[src/rtl/sdr_ctrl_consts.svh]
`ifndef SDR_CTRL_CONSTS_SVH
`define SDR_CTRL_CONSTS_SVH

// Device geometry
`define SDR_BA_W         2
`define SDR_ROW_W        13
`define SDR_COL_W        9

// CAS latency of 2 or 3
`define SDR_CL           2

// Command spacing in clock cycles
`define SDR_TRCD         2
`define SDR_TRP          2
`define SDR_TRFC         7
`define SDR_TMRD         2

// Idle time after power-up before the init sequence
`define SDR_INIT_WAIT    100

// Auto-refresh period
`define SDR_REF_INTERVAL 390

// Request queues
`define SDR_QUEUE_DEPTH  4
`define SDR_NR_PORTS     2

`endif
[src/rtl/sdr_ctrl_pkg.sv]
`include "sdr_ctrl_consts.svh"

package sdr_ctrl_pkg;

   typedef logic [`SDR_NR_PORTS-1:0]         sdr_port_vec_t;
   typedef logic [$clog2(`SDR_NR_PORTS)-1:0] sdr_port_t;

   // One 32-bit word access addressed by word column
   typedef struct packed {
      logic [`SDR_BA_W-1:0]  ba;
      logic [`SDR_ROW_W-1:0] row;
      logic [`SDR_COL_W-2:0] col;
      logic                  we;
      logic [31:0]           wdata;
      logic [3:0]            be;
   } sdr_req_t;

   typedef sdr_req_t sdr_req_arr_t [`SDR_NR_PORTS];

   typedef struct packed {
      sdr_port_t   port;
      logic [31:0] rdata;
   } sdr_resp_t;

   // Encoded as {ras_n, cas_n, we_n}
   typedef enum logic [2:0] {
      CMD_LMR       = 3'b000,
      CMD_AREF      = 3'b001,
      CMD_PRECHARGE = 3'b010,
      CMD_ACTIVE    = 3'b011,
      CMD_WRITE     = 3'b100,
      CMD_READ      = 3'b101,
      CMD_NOP       = 3'b111
   } sdr_cmd_e;

   typedef struct packed {
      logic                  cs_n;
      logic                  cke;
      sdr_cmd_e              cmd;
      logic [`SDR_BA_W-1:0]  ba;
      logic [`SDR_ROW_W-1:0] addr;
   } sdr_pad_t;

   typedef enum logic [3:0] {
      ST_INIT_WAIT,
      ST_INIT_PRE,
      ST_INIT_REF1,
      ST_INIT_REF2,
      ST_INIT_LMR,
      ST_IDLE,
      ST_ACT,
      ST_RW,
      ST_PRE,
      ST_REF,
      ST_WAIT
   } sdr_state_e;

endpackage

[src/rtl/sdr_cmd_fsm.sv]
`timescale 1ns/1ps
`include "sdr_ctrl_consts.svh"

module sdr_cmd_fsm
   import sdr_ctrl_pkg::*;
(
   input  logic      sdram_clk,
   input  logic      sdram_rst,
   input  logic      grant_valid_i,
   input  sdr_req_t  grant_i,
   input  sdr_port_t grant_port_i,
   output logic      take_o,
   input  logic      ref_req_i,
   output logic      ref_done_o,
   output sdr_pad_t  pad_o,
   output sdr_req_t  cur_req_o,
   output sdr_port_t cur_port_o,
   output logic      wr_beat_o,
   output logic      wr_active_o,
   output logic      rd_issue_o
);

   localparam int CNT_W = $clog2(`SDR_INIT_WAIT);

   // Burst length 2, sequential, CAS latency in A6..A4
   localparam logic [`SDR_ROW_W-1:0] LMR_MODE =
      `SDR_ROW_W'({6'b000000, 3'(`SDR_CL), 1'b0, 3'b001});

   sdr_state_e       state_q, state_d;
   sdr_state_e       ret_q, ret_d;
   logic [CNT_W-1:0] wait_q, wait_d;
   sdr_req_t         cur_req_q, req_d;
   sdr_port_t        cur_port_q;
   sdr_pad_t         pad_d;

   assign take_o     = (state_q == ST_IDLE) && !ref_req_i && grant_valid_i;
   assign ref_done_o = (state_q == ST_REF);
   assign req_d      = take_o ? grant_i : cur_req_q;

   always_comb begin
      state_d = state_q;
      wait_d  = wait_q;
      ret_d   = ret_q;
      case (state_q)
         ST_INIT_WAIT, ST_WAIT: begin
            if (wait_q == '0) begin
               state_d = ret_q;
            end else begin
               wait_d = wait_q - 1'b1;
            end
         end
         ST_INIT_PRE: begin
            state_d = ST_WAIT;
            wait_d  = CNT_W'(`SDR_TRP - 1);
            ret_d   = ST_INIT_REF1;
         end
         ST_INIT_REF1: begin
            state_d = ST_WAIT;
            wait_d  = CNT_W'(`SDR_TRFC - 1);
            ret_d   = ST_INIT_REF2;
         end
         ST_INIT_REF2: begin
            state_d = ST_WAIT;
            wait_d  = CNT_W'(`SDR_TRFC - 1);
            ret_d   = ST_INIT_LMR;
         end
         ST_INIT_LMR: begin
            state_d = ST_WAIT;
            wait_d  = CNT_W'(`SDR_TMRD - 1);
            ret_d   = ST_IDLE;
         end
         ST_IDLE: begin
            // Refresh wins over a pending grant
            if (ref_req_i) begin
               state_d = ST_REF;
            end else if (grant_valid_i) begin
               state_d = ST_ACT;
            end
         end
         ST_ACT: begin
            state_d = ST_WAIT;
            wait_d  = CNT_W'(`SDR_TRCD - 1);
            ret_d   = ST_RW;
         end
         ST_RW: begin
            state_d = ST_WAIT;
            wait_d  = '0;
            ret_d   = ST_PRE;
         end
         ST_PRE: begin
            state_d = ST_WAIT;
            wait_d  = CNT_W'(`SDR_TRP - 1);
            ret_d   = ST_IDLE;
         end
         ST_REF: begin
            state_d = ST_WAIT;
            wait_d  = CNT_W'(`SDR_TRFC - 1);
            ret_d   = ST_IDLE;
         end
         default: state_d = ST_IDLE;
      endcase
   end

   // Pins carry the command of the state being entered
   always_comb begin
      pad_d.cs_n = 1'b0;
      pad_d.cke  = 1'b1;
      pad_d.cmd  = CMD_NOP;
      pad_d.ba   = '0;
      pad_d.addr = '0;
      case (state_d)
         ST_INIT_PRE: begin
            pad_d.cmd      = CMD_PRECHARGE;
            pad_d.addr[10] = 1'b1;
         end
         ST_INIT_REF1, ST_INIT_REF2, ST_REF: pad_d.cmd = CMD_AREF;
         ST_INIT_LMR: begin
            pad_d.cmd  = CMD_LMR;
            pad_d.addr = LMR_MODE;
         end
         ST_ACT: begin
            pad_d.cmd  = CMD_ACTIVE;
            pad_d.ba   = req_d.ba;
            pad_d.addr = req_d.row;
         end
         ST_RW: begin
            pad_d.cmd  = req_d.we ? CMD_WRITE : CMD_READ;
            pad_d.ba   = req_d.ba;
            pad_d.addr = `SDR_ROW_W'({req_d.col, 1'b0});
         end
         ST_PRE: begin
            pad_d.cmd = CMD_PRECHARGE;
            pad_d.ba  = req_d.ba;
         end
         default: ;
      endcase
   end

   always_ff @(posedge sdram_clk or posedge sdram_rst) begin
      if (sdram_rst) begin
         state_q    <= ST_INIT_WAIT;
         ret_q      <= ST_INIT_PRE;
         wait_q     <= CNT_W'(`SDR_INIT_WAIT - 1);
         pad_o.cs_n <= 1'b0;
         pad_o.cke  <= 1'b1;
         pad_o.cmd  <= CMD_NOP;
         pad_o.ba   <= '0;
         pad_o.addr <= '0;
      end else begin
         state_q <= state_d;
         ret_q   <= ret_d;
         wait_q  <= wait_d;
         pad_o   <= pad_d;
      end
   end

   always_ff @(posedge sdram_clk) begin
      if (take_o) begin
         cur_req_q  <= grant_i;
         cur_port_q <= grant_port_i;
      end
   end

   assign cur_req_o  = cur_req_q;
   assign cur_port_o = cur_port_q;

   // Write strobes run one cycle ahead of the pins
   assign wr_active_o = cur_req_q.we && ((state_d == ST_RW) || (state_q == ST_RW));
   assign wr_beat_o   = (state_q == ST_RW);
   assign rd_issue_o  = (state_q == ST_RW) && !cur_req_q.we;

   a_trcd: assert property (@(posedge sdram_clk) disable iff (sdram_rst)
      (pad_o.cmd == CMD_ACTIVE) |=>
         (!(pad_o.cmd inside {CMD_READ, CMD_WRITE}))[*(`SDR_TRCD - 1)]);

   a_trfc: assert property (@(posedge sdram_clk) disable iff (sdram_rst)
      (pad_o.cmd == CMD_AREF) |=> (pad_o.cmd == CMD_NOP)[*`SDR_TRFC]);

endmodule

[config.mk]
export PLATFORM = sky130hd
export DESIGN_NAME = sdr_cmd_fsm
export DESIGN_NICKNAME = d
export VERILOG_FILES = /design/src/rtl/sdr_ctrl_pkg.sv /design/src/rtl/sdr_cmd_fsm.sv
export VERILOG_INCLUDE_DIRS = /design/src /design/src/rtl
export SDC_FILE = /design/constraint.sdc
export NUM_CORES = 1
export LEC_CHECK = 0
export ABC_AREA = 1
export BUFFER_PORTS_ARGS = -buffer_cell sky130_fd_sc_hd__buf_4
export CORE_MARGIN = 2
export CORE_UTILIZATION = 45
export DETAILED_ROUTE_END_ITERATION = 16
export HOLD_SLACK_MARGIN = 0.05
export PLACE_DENSITY_LB_ADDON = 0.15
export SKIP_LAST_GASP = 1
export SYNTH_ARGS = -nofsm -noshare
export SYNTH_HDL_FRONTEND = slang
export SYNTH_SLANG_ARGS = --single-unit
[constraint.sdc]
create_clock -name sdram_clk -period 3.7 [get_ports sdram_clk]
set_input_delay 0.74 -clock sdram_clk [delete_from_list [all_inputs] [get_ports sdram_clk]]
set_output_delay 0.74 -clock sdram_clk [all_outputs]
set_load 0.02 [all_outputs]
# Word level (Yosys, flattened, before mapping)
# Index checks and enable logic that the tools add are counted.
[totals]
reg_bits = 94
[classes]
n_reduce_logical = 20
mux = 14
n_eq_ne = 19
add_sub_neg = 1
[ops]
columns = ["cell", "n"]
rows = [
  ["$mux 60", 1],
  ["$pmux 10 s3", 1],
  ["$eq 4x3->1 const B", 7],
  ["$pmux 7 s4", 1],
  ["$pmux 4 s6", 1],
  ["$eq 4x4->1 const B", 5],
  ["$eq 4x2->1 const B", 4],
  ["$pmux 3 s5", 1],
  ["$mux 4", 3],
  ["$pmux 4 s3", 1],
  ["$reduce_or 3->1", 4],
  ["$eq 4x1->1 const B", 2],
  ["$reduce_or 8->1", 1],
  ["$logic_not 7->1", 1],
  ["$mux 7", 1],
  ["$sub 7x1->7 const B", 1],
  ["$reduce_bool 6->1", 1],
  ["$logic_and 1x1->1", 4],
  ["$logic_not 4->1", 1],
  ["$mux 2", 2],
  ["$reduce_bool 4->1", 1],
  ["$reduce_or 2->1", 2],
  ["$reduce_or 4->1", 1],
  ["$logic_not 1->1", 2],
  ["5 further kinds", 5],
]

# Depth between registers and ports, before layout
# Gate-level depths: netlist of the first run.
[logic_depth]
depth_word = 6
depth_mapped = 14
ltp_nobuf = 14

# Worst setup path before layout of the first run
# Ideal clock, no wire load.
[synth_timing]
kind = "in2out"
start = "in ref_req_i"
end = "out take_o"
stages = 4
arrival_time_ns = 2.522
setup_slack_ns = 0.438
t_required_ns = 2.960
n_path_buf = 1
cell_sequence = "inv_1 > o21ai_0 > nor2_4 > buf_1"
[synth_via]
elab_chain_cells = 3
[synth_lines]
columns = ["item", "line_no", "rtl"]
rows = [
  ["from (decl)", "sdr_cmd_fsm.sv:13", "input logic ref_req_i,"],
  ["$logic_not 1->1", "sdr_cmd_fsm.sv:36", "assign take_o = (state_q == ST_IDLE) && !ref_req_i && grant_valid_i;"],
  ["$logic_and 1x1->1 (2 in series)", "sdr_cmd_fsm.sv:36", ""],
  ["to (decl)", "sdr_cmd_fsm.sv:12", "output logic take_o,"],
]
# Every way passes these cells.

# Worst setup path after layout of the first run
[layout_timing]
start = "reg wait_q[0]"
end = "out wr_active_o"
[layout_via]
elab_chain_cells = 6
[layout_lines]
columns = ["item", "line_no", "rtl"]
rows = [
  ["from (decl)", "sdr_cmd_fsm.sv:31", "logic [CNT_W-1:0] wait_q, wait_d;"],
  ["from (signal assigned)", "sdr_cmd_fsm.sv:143", "wait_q <= CNT_W'(`SDR_INIT_WAIT - 1);"],
  ["from (signal assigned)", "sdr_cmd_fsm.sv:152", "wait_q <= wait_d;"],
  ["$logic_not 7->1", "sdr_cmd_fsm.sv:46", "if (wait_q == '0) begin"],
  ["$mux 4", "sdr_cmd_fsm.sv:46", ""],
  ["$pmux 4 s3", "sdr_cmd_fsm.sv:44", "case (state_q)"],
  ["$eq 4x3->1", "sdr_cmd_fsm.sv:168", "assign wr_active_o = cur_req_q.we && ((state_d == ST_RW) || (state_q == ST_RW));"],
  ["$logic_or 1x1->1", "sdr_cmd_fsm.sv:168", ""],
  ["$logic_and 1x1->1", "sdr_cmd_fsm.sv:168", ""],
  ["to (decl)", "sdr_cmd_fsm.sv:19", "output logic wr_active_o,"],
]
# Every way passes these cells.

==> results of run 1 <==
==> tightest hold or removal path, cell delays in order, from the launching register on <==
cell,delay (ns)
dfxtp_1,0.32
nand2_1,0.06
nand2_1,0.05
==> cell type report <==
class | instances | share of cell area (%)
clock inverters | 7 | 2.21
clock buffers | 9 | 2.44
multi-input cells | 219 | 19.8
flip-flops and latches | 94 | 47.7
repair buffers | 150 | 22.1
well taps | 102 | 2.51
inverters | 43 | 3.17
==> report_power, final <==
part | internal, mW | switching, mW | total, mW
Combinational | 0.490 | 0.873 | 1.36
Sequential | 1.30 | 0.123 | 1.42
Clock | 0.396 | 0.380 | 0.776
Total | 2.19 | 1.38 | 3.56
==> placed cells by master, fill, tap and decap left out, drive strengths merged, types with 2 or more instances in the layout <==
cell    instances
o21ai          24
dfxtp          24
dfrtp          25
inv            46
a31oi           2
conb            2
nor2           45
clkbuf          9
nand3          12
xor2            2
or2             5
dfstp           8
nand2         103
nor3            2
bufinv          2
a21oi          10
buf           150
and2            7
edfxtp         37
==> sequential cells by signal, summed over array words and instances, names as in the netlist <==
name	flops
state_q	4
pad_o	18
ret_q	4
wait_q	7
cur_req_o	60
cur_port_o	1
==> metal layers <==
metal	wire [µm]	share of wire, %	vias up	track usage, %
met4	232	2.7	0	8.94
met5	0	0	-	0
met1	3350	40	1342	24.1
met3	696	8.2	21	5.30
li1	-	-	1456	-
met2	4160	49	128	30.5
==> cells by family after synthesis <==
| family | count (synthesis) | share of synthesized area (%) |
|---|---|---|
| xor+xnor | 2 | 0.482 |
| flops | 94 | 66.8 |
| mux | 1 | 0.275 |
| simple gates | 174 | 20.7 |
| compound gates | 39 | 5.68 |
| buf+inv | 50 | 5.51 |
| fa+ha+maj | 1 | 0.344 |
| other cells | 2 | 0.207 |
==> worst max path at each step <==
| stage | startpoint | endpoint | slack (ns) | cells past startpoint |
|---|---|---|---|---|
| 6_report | wait_q[0] | wr_active_o | 0.48 | 11 |
| 5_1_grt | wait_q[0] | wr_active_o | 0.24 | 11 |
| 4_1_cts | wait_q[0] | wr_active_o | 0.46 | 11 |
| 3_5_place_dp | ref_req_i | pad_o[15] | 0.64 | 11 |
| 3_3_place_gp | ref_req_i | pad_o[15] | 0.69 | 11 |
| 2_1_floorplan | ref_req_i | take_o | 0.44 | 4 |
==> cells in the mapped netlist, types with 6 or more instances <==
master,number,area share [%]
nand3_1,10,1.4
dfxtp_1,24,13
inv_1,38,3.9
dfrtp_1,25,17
nand2_2,6,1.0
o21ai_0,17,2.3
and2_1,7,1.2
edfxtp_1,37,31
a21oi_1,10,1.4
nand2_1,97,10
dfstp_2,8,5.8
o21ai_1,7,0.96
nor2_1,38,3.9
==> per-stage QoR <==
step | hold WS, ns | power, mW
2_1_floorplan | 0.457 | 2.35
6_report | 0.476 | 3.56
3_3_place_gp | 0.455 | 2.77
4_1_cts | 0.476 | 3.59
5_1_grt | 0.500 | 3.81
3_5_place_dp | 0.460 | 2.81
==> results.md, run 1 <==
* Outcome: completed
* Final net count at 583
* Synth Flop Type: edfxtp_1
* Final core occ at about 65%
* Post-CTS Hold Buffers at 0
* Fin crit period at 3.22 ns
* Area of the multi-input gates at 1010 µm²
* WP buf/inv at 3
* Clock Sinks at 94
* Synth warn at 0
* Ports at approximately 150
* Setup bufs post-CTS at 0
* Post-cts sizing count at 0
* Power per cell area at ~700 nW/µm²
* Hold depth at 2
* Final WS setup at 0.481 ns
* Peak supply drop at 0.351 mV
* CTS tree: built
* Die Ht at 93.9 µm
* Setup violations, final at 0
* CTS buffer count at 9
* TritonRoute pass-1 iters at 4
* Routed wire length at 8.45 mm
* H-tree levels at 3
* Cells along the critical path: inv_1, ha_1, nand2_1, nor2_1, nand2_1, nand3_1, nand3_2, nor2_2, inv_2, a21oi_1, buf_4
* Least-Margin Pin Slew at 0.715 ns
* Synth Instances at 363
* Post-synth EDFFs at 37
* Sequential cell area fraction in the yosys report at 66.8%
* FILL cells at about 660
* Worst slack at placement at 0.637 ns
* Placement Cell Area at 4850 µm²
* R2R cell count at 12
* FMAX at slightly above 300 MHz
* Hold Vio Cnt, Final at 0
* Fin area at 5090 µm²
* Synthesized Nets at about 430
* Initial antenna violation count at 0
* Global-route congestion overflow total at 0
* Crit-path max cell delay at between 0.3 and 0.4 ns
* Crit Path Max Fanout at 8
* Post-route ant nets at 0
* Die width at 93.9 µm
* Antenna diode count at 0
* Rel. slew slack at 52.3%
* Clk_lat worst skew at 0.35 ns
* Aggregate global-route resource usage at a little under a fifth
* Cell variety after synth at 31
* FF-to-FF End: pad_o[15]
* Avg Vias per Cell at between 4 and 5
* PortBufs at roughly 150
* Clock root cell: clkbuf_8
* Core box area at just under 8000 µm²
* Critical Path Sink Type: output port
* Syn_area_per_cell at 10.0 µm²
* Hold Crit Endpoint: cur_req_o[53]
* Seq cells post-synth at 94
* CTS Buffer Depth at 2
* Routability cong. at 0.787
* Skew final at 0.00858 ns
* Worst r2r src: state_q[1]
* Non-Filler Instances at ~620
* WL/cell at 13.5 µm
* 1st-iter DRT viols at 87
* RSZ-0062 raised after global routing: false
* Vias in the first global route at 2783
* Most used cell, CP: nand2_1
* CP required at ~3 ns
* Post-placement cell count at between 600 and 700
* Period utilization at 87.0%
* Drc violations at 0
* Min-delay src: cur_req_o[53]
* Die area at 8810 µm²
* Worst path arrival time at 2.48 ns
* Final HPWL DP at 6.26 mm
* Share of layout cells above drive strength 1 at 38.1%
* Synthesized area at 3630 µm²
* Largest net degree at the start of global routing at 63
* Hold WC Path Type: reg2reg
* Vias after detailed routing at 2947
* Max-cap violations at 0
* Area growth, synth to finish at 39.9%
* Num rows at 32
* Setup TNS at 0 ns
* Clk slew on worst S/H paths at 0.09 ns
* Max Slew Vio Count at 0
* WS Path Type: reg2out
* Lkg Pwr at 2.47 nW
* First-pass GRT wire length at between 10 and 15 mm
* Asr flop ratio synth at 35.1%
* Reg area at 2430 µm²
* CP startpoint kind: flip-flop
* R2R setup slack at 0.88 ns
* CP top delay family: simple AND/OR/NAND/NOR gates
* Slowest-stage cell, CP: dfstp_2
* Initial Util at 46.8%
(Power assumes the default switching activity.)
==> run 2: changes to the inputs <==
--- a/config.mk
+++ b/config.mk
@@ -6,13 +6,13 @@
 export SDC_FILE = /design/constraint.sdc
 export NUM_CORES = 1
 export LEC_CHECK = 0
-export ABC_AREA = 1
 export BUFFER_PORTS_ARGS = -buffer_cell sky130_fd_sc_hd__buf_4
 export CORE_MARGIN = 2
 export CORE_UTILIZATION = 45
 export DETAILED_ROUTE_END_ITERATION = 16
 export HOLD_SLACK_MARGIN = 0.05
 export PLACE_DENSITY_LB_ADDON = 0.15
+export RECOVER_POWER = 100
 export SKIP_LAST_GASP = 1
 export SYNTH_ARGS = -nofsm -noshare
 export SYNTH_HDL_FRONTEND = slang
==> results.md, run 2 <==
* Outcome: complete, but fails checks (was completed)
* Top cells by area, synth: edfxtp_1 (29%), dfrtp_1 (16%), dfxtp_1 (12%), dfstp_2 (5.4%), mux2_4 (5.1%) (was edfxtp_1 (31%), dfrtp_1 (17%), dfxtp_1 (13%), nand2_1 (10%), dfstp_2 (5.8%))
* Num rows at 33 (was 32)
* PortBufs at 148 (unchanged)
* Die width at 96.6 µm (was 93.9 µm)
* Violated checks: capacitance limit, slew limit
* Clock root cell: clkbuf_8 (unchanged)
* Peak supply drop at 0.396 mV (was 0.351 mV)
* Non-Filler Instances at 557 (was 624)
* Setup TNS at 0 ns (unchanged)
* Synth Flop Type: edfxtp_1 (unchanged)
* WS Path Type: reg2out (unchanged)
* First-pass GRT wire length at 14.2 mm (was 13.0 mm)
* Crit Path Max Fanout at 9 (was 8)
* CP startpoint kind: flip-flop (unchanged)
* Power per cell area at 660 nW/µm² (was 700 nW/µm²)
* Cell variety after synth at 63 (was 31)
* Core box area at 8260 µm² (was 7770 µm²)
* Clk slew on worst S/H paths at 0.10 ns (was 0.09 ns)
* Vias after detailed routing at 2820 (was 2947)
* Avg Vias per Cell at 5.06 (was 4.72)
* Largest net degree at the start of global routing at 44 (was 63)
* Post-route ant nets at 0 (unchanged)
* Hold Vio Cnt, Final at 0 (unchanged)
* Top cell type by total area after synthesis: edfxtp_1 (unchanged)
* Skew final at 0.00921 ns (was 0.00858 ns)
* Synth warn at 0 (unchanged)
* Worst path arrival time at 2.72 ns (was 2.48 ns)
* Initial Util at 46.8% (about the same)
* Max reg flops at 60 (unchanged)
* 1st-iter DRT viols at 158 (was 87)
* H-tree levels at 3 (unchanged)
* Post-synth EDFFs at 37 (unchanged)
* Hold WC Path Type: reg2reg (unchanged)
* Rel. slew slack at -16.3% (was 52.3%)
* Routability cong. at 0.790 (was 0.787)
* Reg area at 2430 µm² (unchanged)
* RSZ-0062 raised after global routing: false (unchanged)
* Area growth, synth to finish at 25.3% (was 39.9%)
* Synthesized Nets at 366 (was 429)
* Antenna diode count at 0 (unchanged)
* Ports at 151 (unchanged)
* Lkg Pwr at 2.01 nW (was 2.47 nW)
* Setup violations, final at 0 (unchanged)
* Asr flop ratio synth at 35.1% (unchanged)
* Seq cells post-synth at 94 (unchanged)
* Cells along the critical path: inv_1, ha_1, nor2b_1, and2_1, a311oi_2, o211ai_4, nor2_1, o21a_1, buf_4 (was inv_1, ha_1, nand2_1, nor2_1, nand2_1, nand3_1, nand3_2, nor2_2, inv_2, a21oi_1, buf_4)
* Max Slew Vio Count at 34 (was 0)
* WL/cell at 16.3 µm (was 13.5 µm)
* Post-synth top cells: edfxtp_1 (37), nand2_1 (29), dfrtp_1 (25) (was nand2_1 (97), inv_1 (38), nor2_1 (38))
* Sequential cell area fraction in the yosys report at 62.8% (was 66.8%)
* Vias in the first global route at 2757 (was 2783)
* Drc violations at 0 (unchanged)
* Die Ht at 96.6 µm (was 93.9 µm)
* Least-Margin Pin Slew at 1.74 ns (was 0.715 ns)
* Count leader, synth: edfxtp_1 (was nand2_1)
* Share of layout cells above drive strength 1 at 23.2% (was 38.1%)
* Slowest-stage cell, CP: dfstp_1 (was dfstp_2)
* Commonest non-fill, non-tap cell in the layout: clkbuf_1 (was buf_4)
* Global-route congestion overflow total at 0 (unchanged)
* Setup bufs post-CTS at 0 (unchanged)
* Final HPWL DP at 6.61 mm (was 6.26 mm)
* Syn_area_per_cell at 12.9 µm² (was 10.0 µm²)
* Area of the multi-input gates at 1240 µm² (was 1010 µm²)
* CTS Buffer Depth at 2 (unchanged)
* Routed wire length at 9.10 mm (was 8.45 mm)
* CTS tree: built (unchanged)
* Synth Instances at 300 (was 363)
* Clk_lat worst skew at 0.36 ns (was 0.35 ns)
* CP required at 2.96 ns (about the same)
* Post-placement cell count at 541 (was 608)
* Period utilization at 93.6% (was 87.0%)
* Fin crit period at 3.46 ns (was 3.22 ns)
* Initial antenna violation count at 0 (unchanged)
* Commonest non-fill, non-tap cells in the layout: clkbuf_1 (86), edfxtp_1 (37), clkbuf_4 (37) (was buf_4 (150), nand2_1 (97), inv_1 (38), nor2_1 (38), edfxtp_1 (37))
* CTS buffer count at 9 (unchanged)
* Synthesized area at 3860 µm² (was 3630 µm²)
* Clock Sinks at 94 (unchanged)
* Final net count at 513 (was 583)
* Design Power at 3.19 mW (was 3.56 mW)
* Crit-path max cell delay at 0.56 ns (was 0.38 ns)
* FMAX at 289 MHz (was 311 MHz)
* Yosys top cell area share at 28.8% (was 30.6%)
* Die area at 9340 µm² (was 8810 µm²)
* Max-cap violations at 1 (was 0)
* Aggregate global-route resource usage at 19.2% (was 19.1%)
* Critical Path Sink Type: output port (unchanged)
* FILL cells at 777 (was 658)
* TritonRoute pass-1 iters at 4 (unchanged)
## run 2: layer usage
layer	part of all wire, %	GRT usage, %
met1	44	24.2
met2	47	31.6
met3	8.9	6.43
met4	0.51	5.74
met5	0	0
## run 2: cells by family after synthesis
family	after synthesis	synth area share [%]
compound gates	58	11.4
xor+xnor	5	1.13
fa+ha+maj	1	0.324
buf+inv	27	3.86
flops	94	62.8
mux	26	8.58
other cells	2	0.194
simple gates	87	11.7
## run 2: final timing paths
| check | start | endpoint | slack [ns] | depth (start not counted) |
|---|---|---|---|---|
| max reg2reg | state_q[2] | pad_o[15] | 0.52 | 8 |
| min | cur_req_o[57] | cur_req_o[57] | 0.46 | 2 |
| max in group asynchronous | sdram_rst | state_q[2] | 1.68 | 3 |
| min reg2reg | cur_req_o[57] | cur_req_o[57] | 0.46 | 2 |
| max | wait_q[0] | wr_active_o | 0.24 | 9 |
| min in group asynchronous | sdram_rst | pad_o[12] | 1.00 | 3 |
## run 2: layout make-up
type,count,area share [%]
timing repair buffer,153,17.0
clock buffer,9,2.56
sequential,94,50.2
tap,105,2.71
inverter,10,0.776
clock inverter,7,1.16
multi-input combinational,179,25.6
## run 2: worst max-delay path: cells and delay by family, from the launching register on
family | cells | cell delay [ns]
adders and majority gates | 1 | 0.24
DFF | 1 | 0.56
and+or+nand+nor | 3 | 0.60
AOI/OAI and AO/OA | 3 | 0.76
buffers and inverters | 2 | 0.21
## run 2: report_power, final
group	switching, mW	internal [mW]
clock network	0.379	0.251
registers	0.152	1.23
logic	0.694	0.488
## run 2: per-stage QoR
step	hold WS [ns]	cell area, µm²	util (%)	setup slack, ns
detailed placement	0.455	5030	60.9	0.438
CTS	0.471	5210	63.1	0.0812
floorplan	0.446	3860	-	0.258
global placement	0.451	5030	60.9	0.547
global route	0.502	4840	58.6	0.0596
finish	0.462	4840	58.6	0.237
## run 2: timing repair
action	in CTS	in global routing
hold buffers	0	0
endpoints found under the hold margin	0	0
resized for setup	0	2
endpoints found under the setup margin	0	1
==> run 3: changes to the inputs <==
--- a/config.mk
+++ b/config.mk
@@ -6,7 +6,7 @@
 export SDC_FILE = /design/constraint.sdc
 export NUM_CORES = 1
 export LEC_CHECK = 0
-export BUFFER_PORTS_ARGS = -buffer_cell sky130_fd_sc_hd__buf_4
+export BUFFER_PORTS_ARGS = -buffer_cell sky130_fd_sc_hd__buf_2
 export CORE_MARGIN = 2
 export CORE_UTILIZATION = 45
 export DETAILED_ROUTE_END_ITERATION = 16
==> results.md, run 3 (synthesis results as in run 2) <==
* Outcome: completed (was complete, but fails checks)
* Non-Filler Instances at 558 (was 557)
* Period utilization at 93.5% (was 93.6%)
* CTS buffer count at 9 (unchanged)
* Die width at 96.6 µm (unchanged)
* Aggregate global-route resource usage at 19.0% (was 19.2%)
* Design Power at 3.14 mW (was 3.19 mW)
* WL/cell at 15.9 µm (was 16.3 µm)
* Setup violations, final at 0 (unchanged)
* Max-cap violations at 0 (was 1)
* Clk slew on worst S/H paths at 0.10 ns (about the same)
* Setup TNS at 0 ns (unchanged)
* Commonest non-fill, non-tap cell in the layout: clkbuf_1 (unchanged)
* FMAX at 289 MHz (about the same)
* Clock root cell: clkbuf_8 (unchanged)
* Core box area at 8260 µm² (unchanged)
* Antenna diode count at 0 (unchanged)
* Clock share of power at 20.0% (was 19.7%)
* 1st-iter DRT viols at 137 (was 158)
* CP required at 2.96 ns (about the same)
* Clk_lat worst skew at 0.36 ns (about the same)
* Worst r2r src: state_q[2] (unchanged)
* Combinational group share of total power at 36.8% (was 37.1%)
* Num rows at 33 (unchanged)
* Area growth, synth to finish at 20.6% (was 25.3%)
* Hold Vio Cnt, Final at 0 (unchanged)
* Post-cts sizing count at 0 (unchanged)
* CP startpoint kind: flip-flop (unchanged)
* Hold WC Path Type: reg2reg (unchanged)
* TritonRoute pass-1 iters at 4 (unchanged)
* R2R cell count at 8 (unchanged)
* R2R setup slack at 0.44 ns (was 0.52 ns)
* PortBufs at 148 (unchanged)
* Largest net degree at the start of global routing at 44 (unchanged)
* Global-route congestion overflow total at 0 (unchanged)
* Sequential share of power at 43.3% (was 43.2%)
* FF-to-FF End: pad_o[15] (unchanged)
* Setup bufs post-CTS at 0 (unchanged)
* Critical Path Sink Type: output port (unchanged)
* Fin area at 4660 µm² (was 4840 µm²)
* Avg Vias per Cell at 4.97 (was 5.06)
* CTS Buffer Depth at 2 (unchanged)
* Max reg flops at 60 (unchanged)
* First-pass GRT wire length at 14.2 mm (about the same)
* Switch share at 38.2% (was 38.4%)
* Vias after detailed routing at 2774 (was 2820)
* Initial antenna violation count at 0 (unchanged)
* Final WS setup at 0.239 ns (was 0.237 ns)
* Routability cong. at 0.774 (was 0.790)
* Worst path arrival time at 2.72 ns (about the same)
* Post-route ant nets at 0 (unchanged)
* Routed wire length at 8.90 mm (was 9.10 mm)
* Fin crit period at 3.46 ns (about the same)
* Max Slew Vio Count at 0 (was 34)
* Crit path from: wait_q[0] (unchanged)
* Final HPWL DP at 6.53 mm (was 6.61 mm)
* Initial Util at 46.8% (unchanged)
* CTS tree: built (unchanged)
* Die area at 9340 µm² (unchanged)
* Final core occ at 56.4% (was 58.6%)
* Crit Path Max Fanout at 9 (unchanged)
* Vias in the first global route at 2818 (was 2757)
* Die Ht at 96.6 µm (unchanged)
* Commonest non-fill, non-tap cells in the layout: clkbuf_1 (86), buf_2 (64), edfxtp_1 (37) (was clkbuf_1 (86), edfxtp_1 (37), clkbuf_4 (37))
* CP Capture Point: wr_active_o (unchanged)
* Least-Margin Pin Slew at 1.07 ns (was 1.74 ns)
* Sw Pwr at 1.20 mW (was 1.23 mW)
* RSZ-0062 raised after global routing: false (unchanged)
* Share of layout cells above drive strength 1 at 23.2% (about the same)
* Worst slack at placement at 0.475 ns (was 0.438 ns)
* Pint at 1.94 mW (was 1.97 mW)
* Drc violations at 0 (unchanged)
* Post-placement cell count at 542 (was 541)
* Ports at 151 (unchanged)
* Post-CTS Hold Buffers at 0 (unchanged)
* Clock Sinks at 94 (unchanged)
* Placement Cell Area at 4670 µm² (was 5030 µm²)
* Power per cell area at 675 nW/µm² (was 660 nW/µm²)
* H-tree levels at 3 (unchanged)
* Rel. slew slack at 28.4% (was -16.3%)
* Lkg Pwr at 1.98 nW (was 2.01 nW)
* Hold Slack at 0.468 ns (was 0.462 ns)
* WS Path Type: reg2out (unchanged)
* Peak supply drop at 0.403 mV (was 0.396 mV)
* Skew final at 0.0115 ns (was 0.00921 ns)
* Final net count at 514 (was 513)
## run 3: cell types whose count changed in the layout (fill, tap and decap cells not counted), moves of 2 or more
cell / before / now
buf_2: 0 / 64
clkbuf_4: 37 / 0
buf_4: 29 / 3
clkinv_4: 2 / 0
inv_6: 1 / 3
## run 3: cell type report
cell class | instances | area [µm²]
flip-flops and latches | 94 | 2430
well taps | 105 | 131
multi-input cells | 179 | 1210
inverters | 10 | 37.5
fillers | 788 | 3600
clock buffers | 9 | 124
repair buffers | 154 | 671
clock inverters | 7 | 53.8
## run 3: layer usage
| metal | part of all wire, % | global-route usage [%] |
|---|---|---|
| met1 | 44 | 24.4 |
| met2 | 47 | 31.3 |
| met3 | 7.5 | 5.78 |
| met4 | 1.3 | 5.31 |
| met5 | 0 | 0 |
## run 3: power groups by stage
stage	logic, mW	registers, mW	clock network, mW
floorplan	0.920	1.40	0
global placement	1.22	1.37	0
detailed placement	1.23	1.38	0
CTS	1.24	1.36	0.644
global route	1.27	1.38	0.697
finish	1.15	1.36	0.628
## run 3: how the worst min path moves through the flow
stage,from,to,slack (ns),depth (start not counted)
2_1_floorplan,wait_q[6],wait_q[6],0.45,2
3_3_place_gp,cur_req_o[59],cur_req_o[59],0.45,2
3_5_place_dp,cur_req_o[59],cur_req_o[59],0.46,2
4_1_cts,wait_q[6],wait_q[6],0.47,2
5_1_grt,wait_q[6],wait_q[6],0.48,2
6_report,wait_q[6],wait_q[6],0.47,2
## run 3: worst max-delay path, cell delays in order, from the launching register on
cell and delay [ns]:
dfstp_1 0.56, inv_1 0.07, ha_1 0.24, nor2b_1 0.18, and2_1 0.23, a31o_4 0.26
o211ai_2 0.39, nor2_1 0.10, o21a_1 0.18, buf_2 0.16
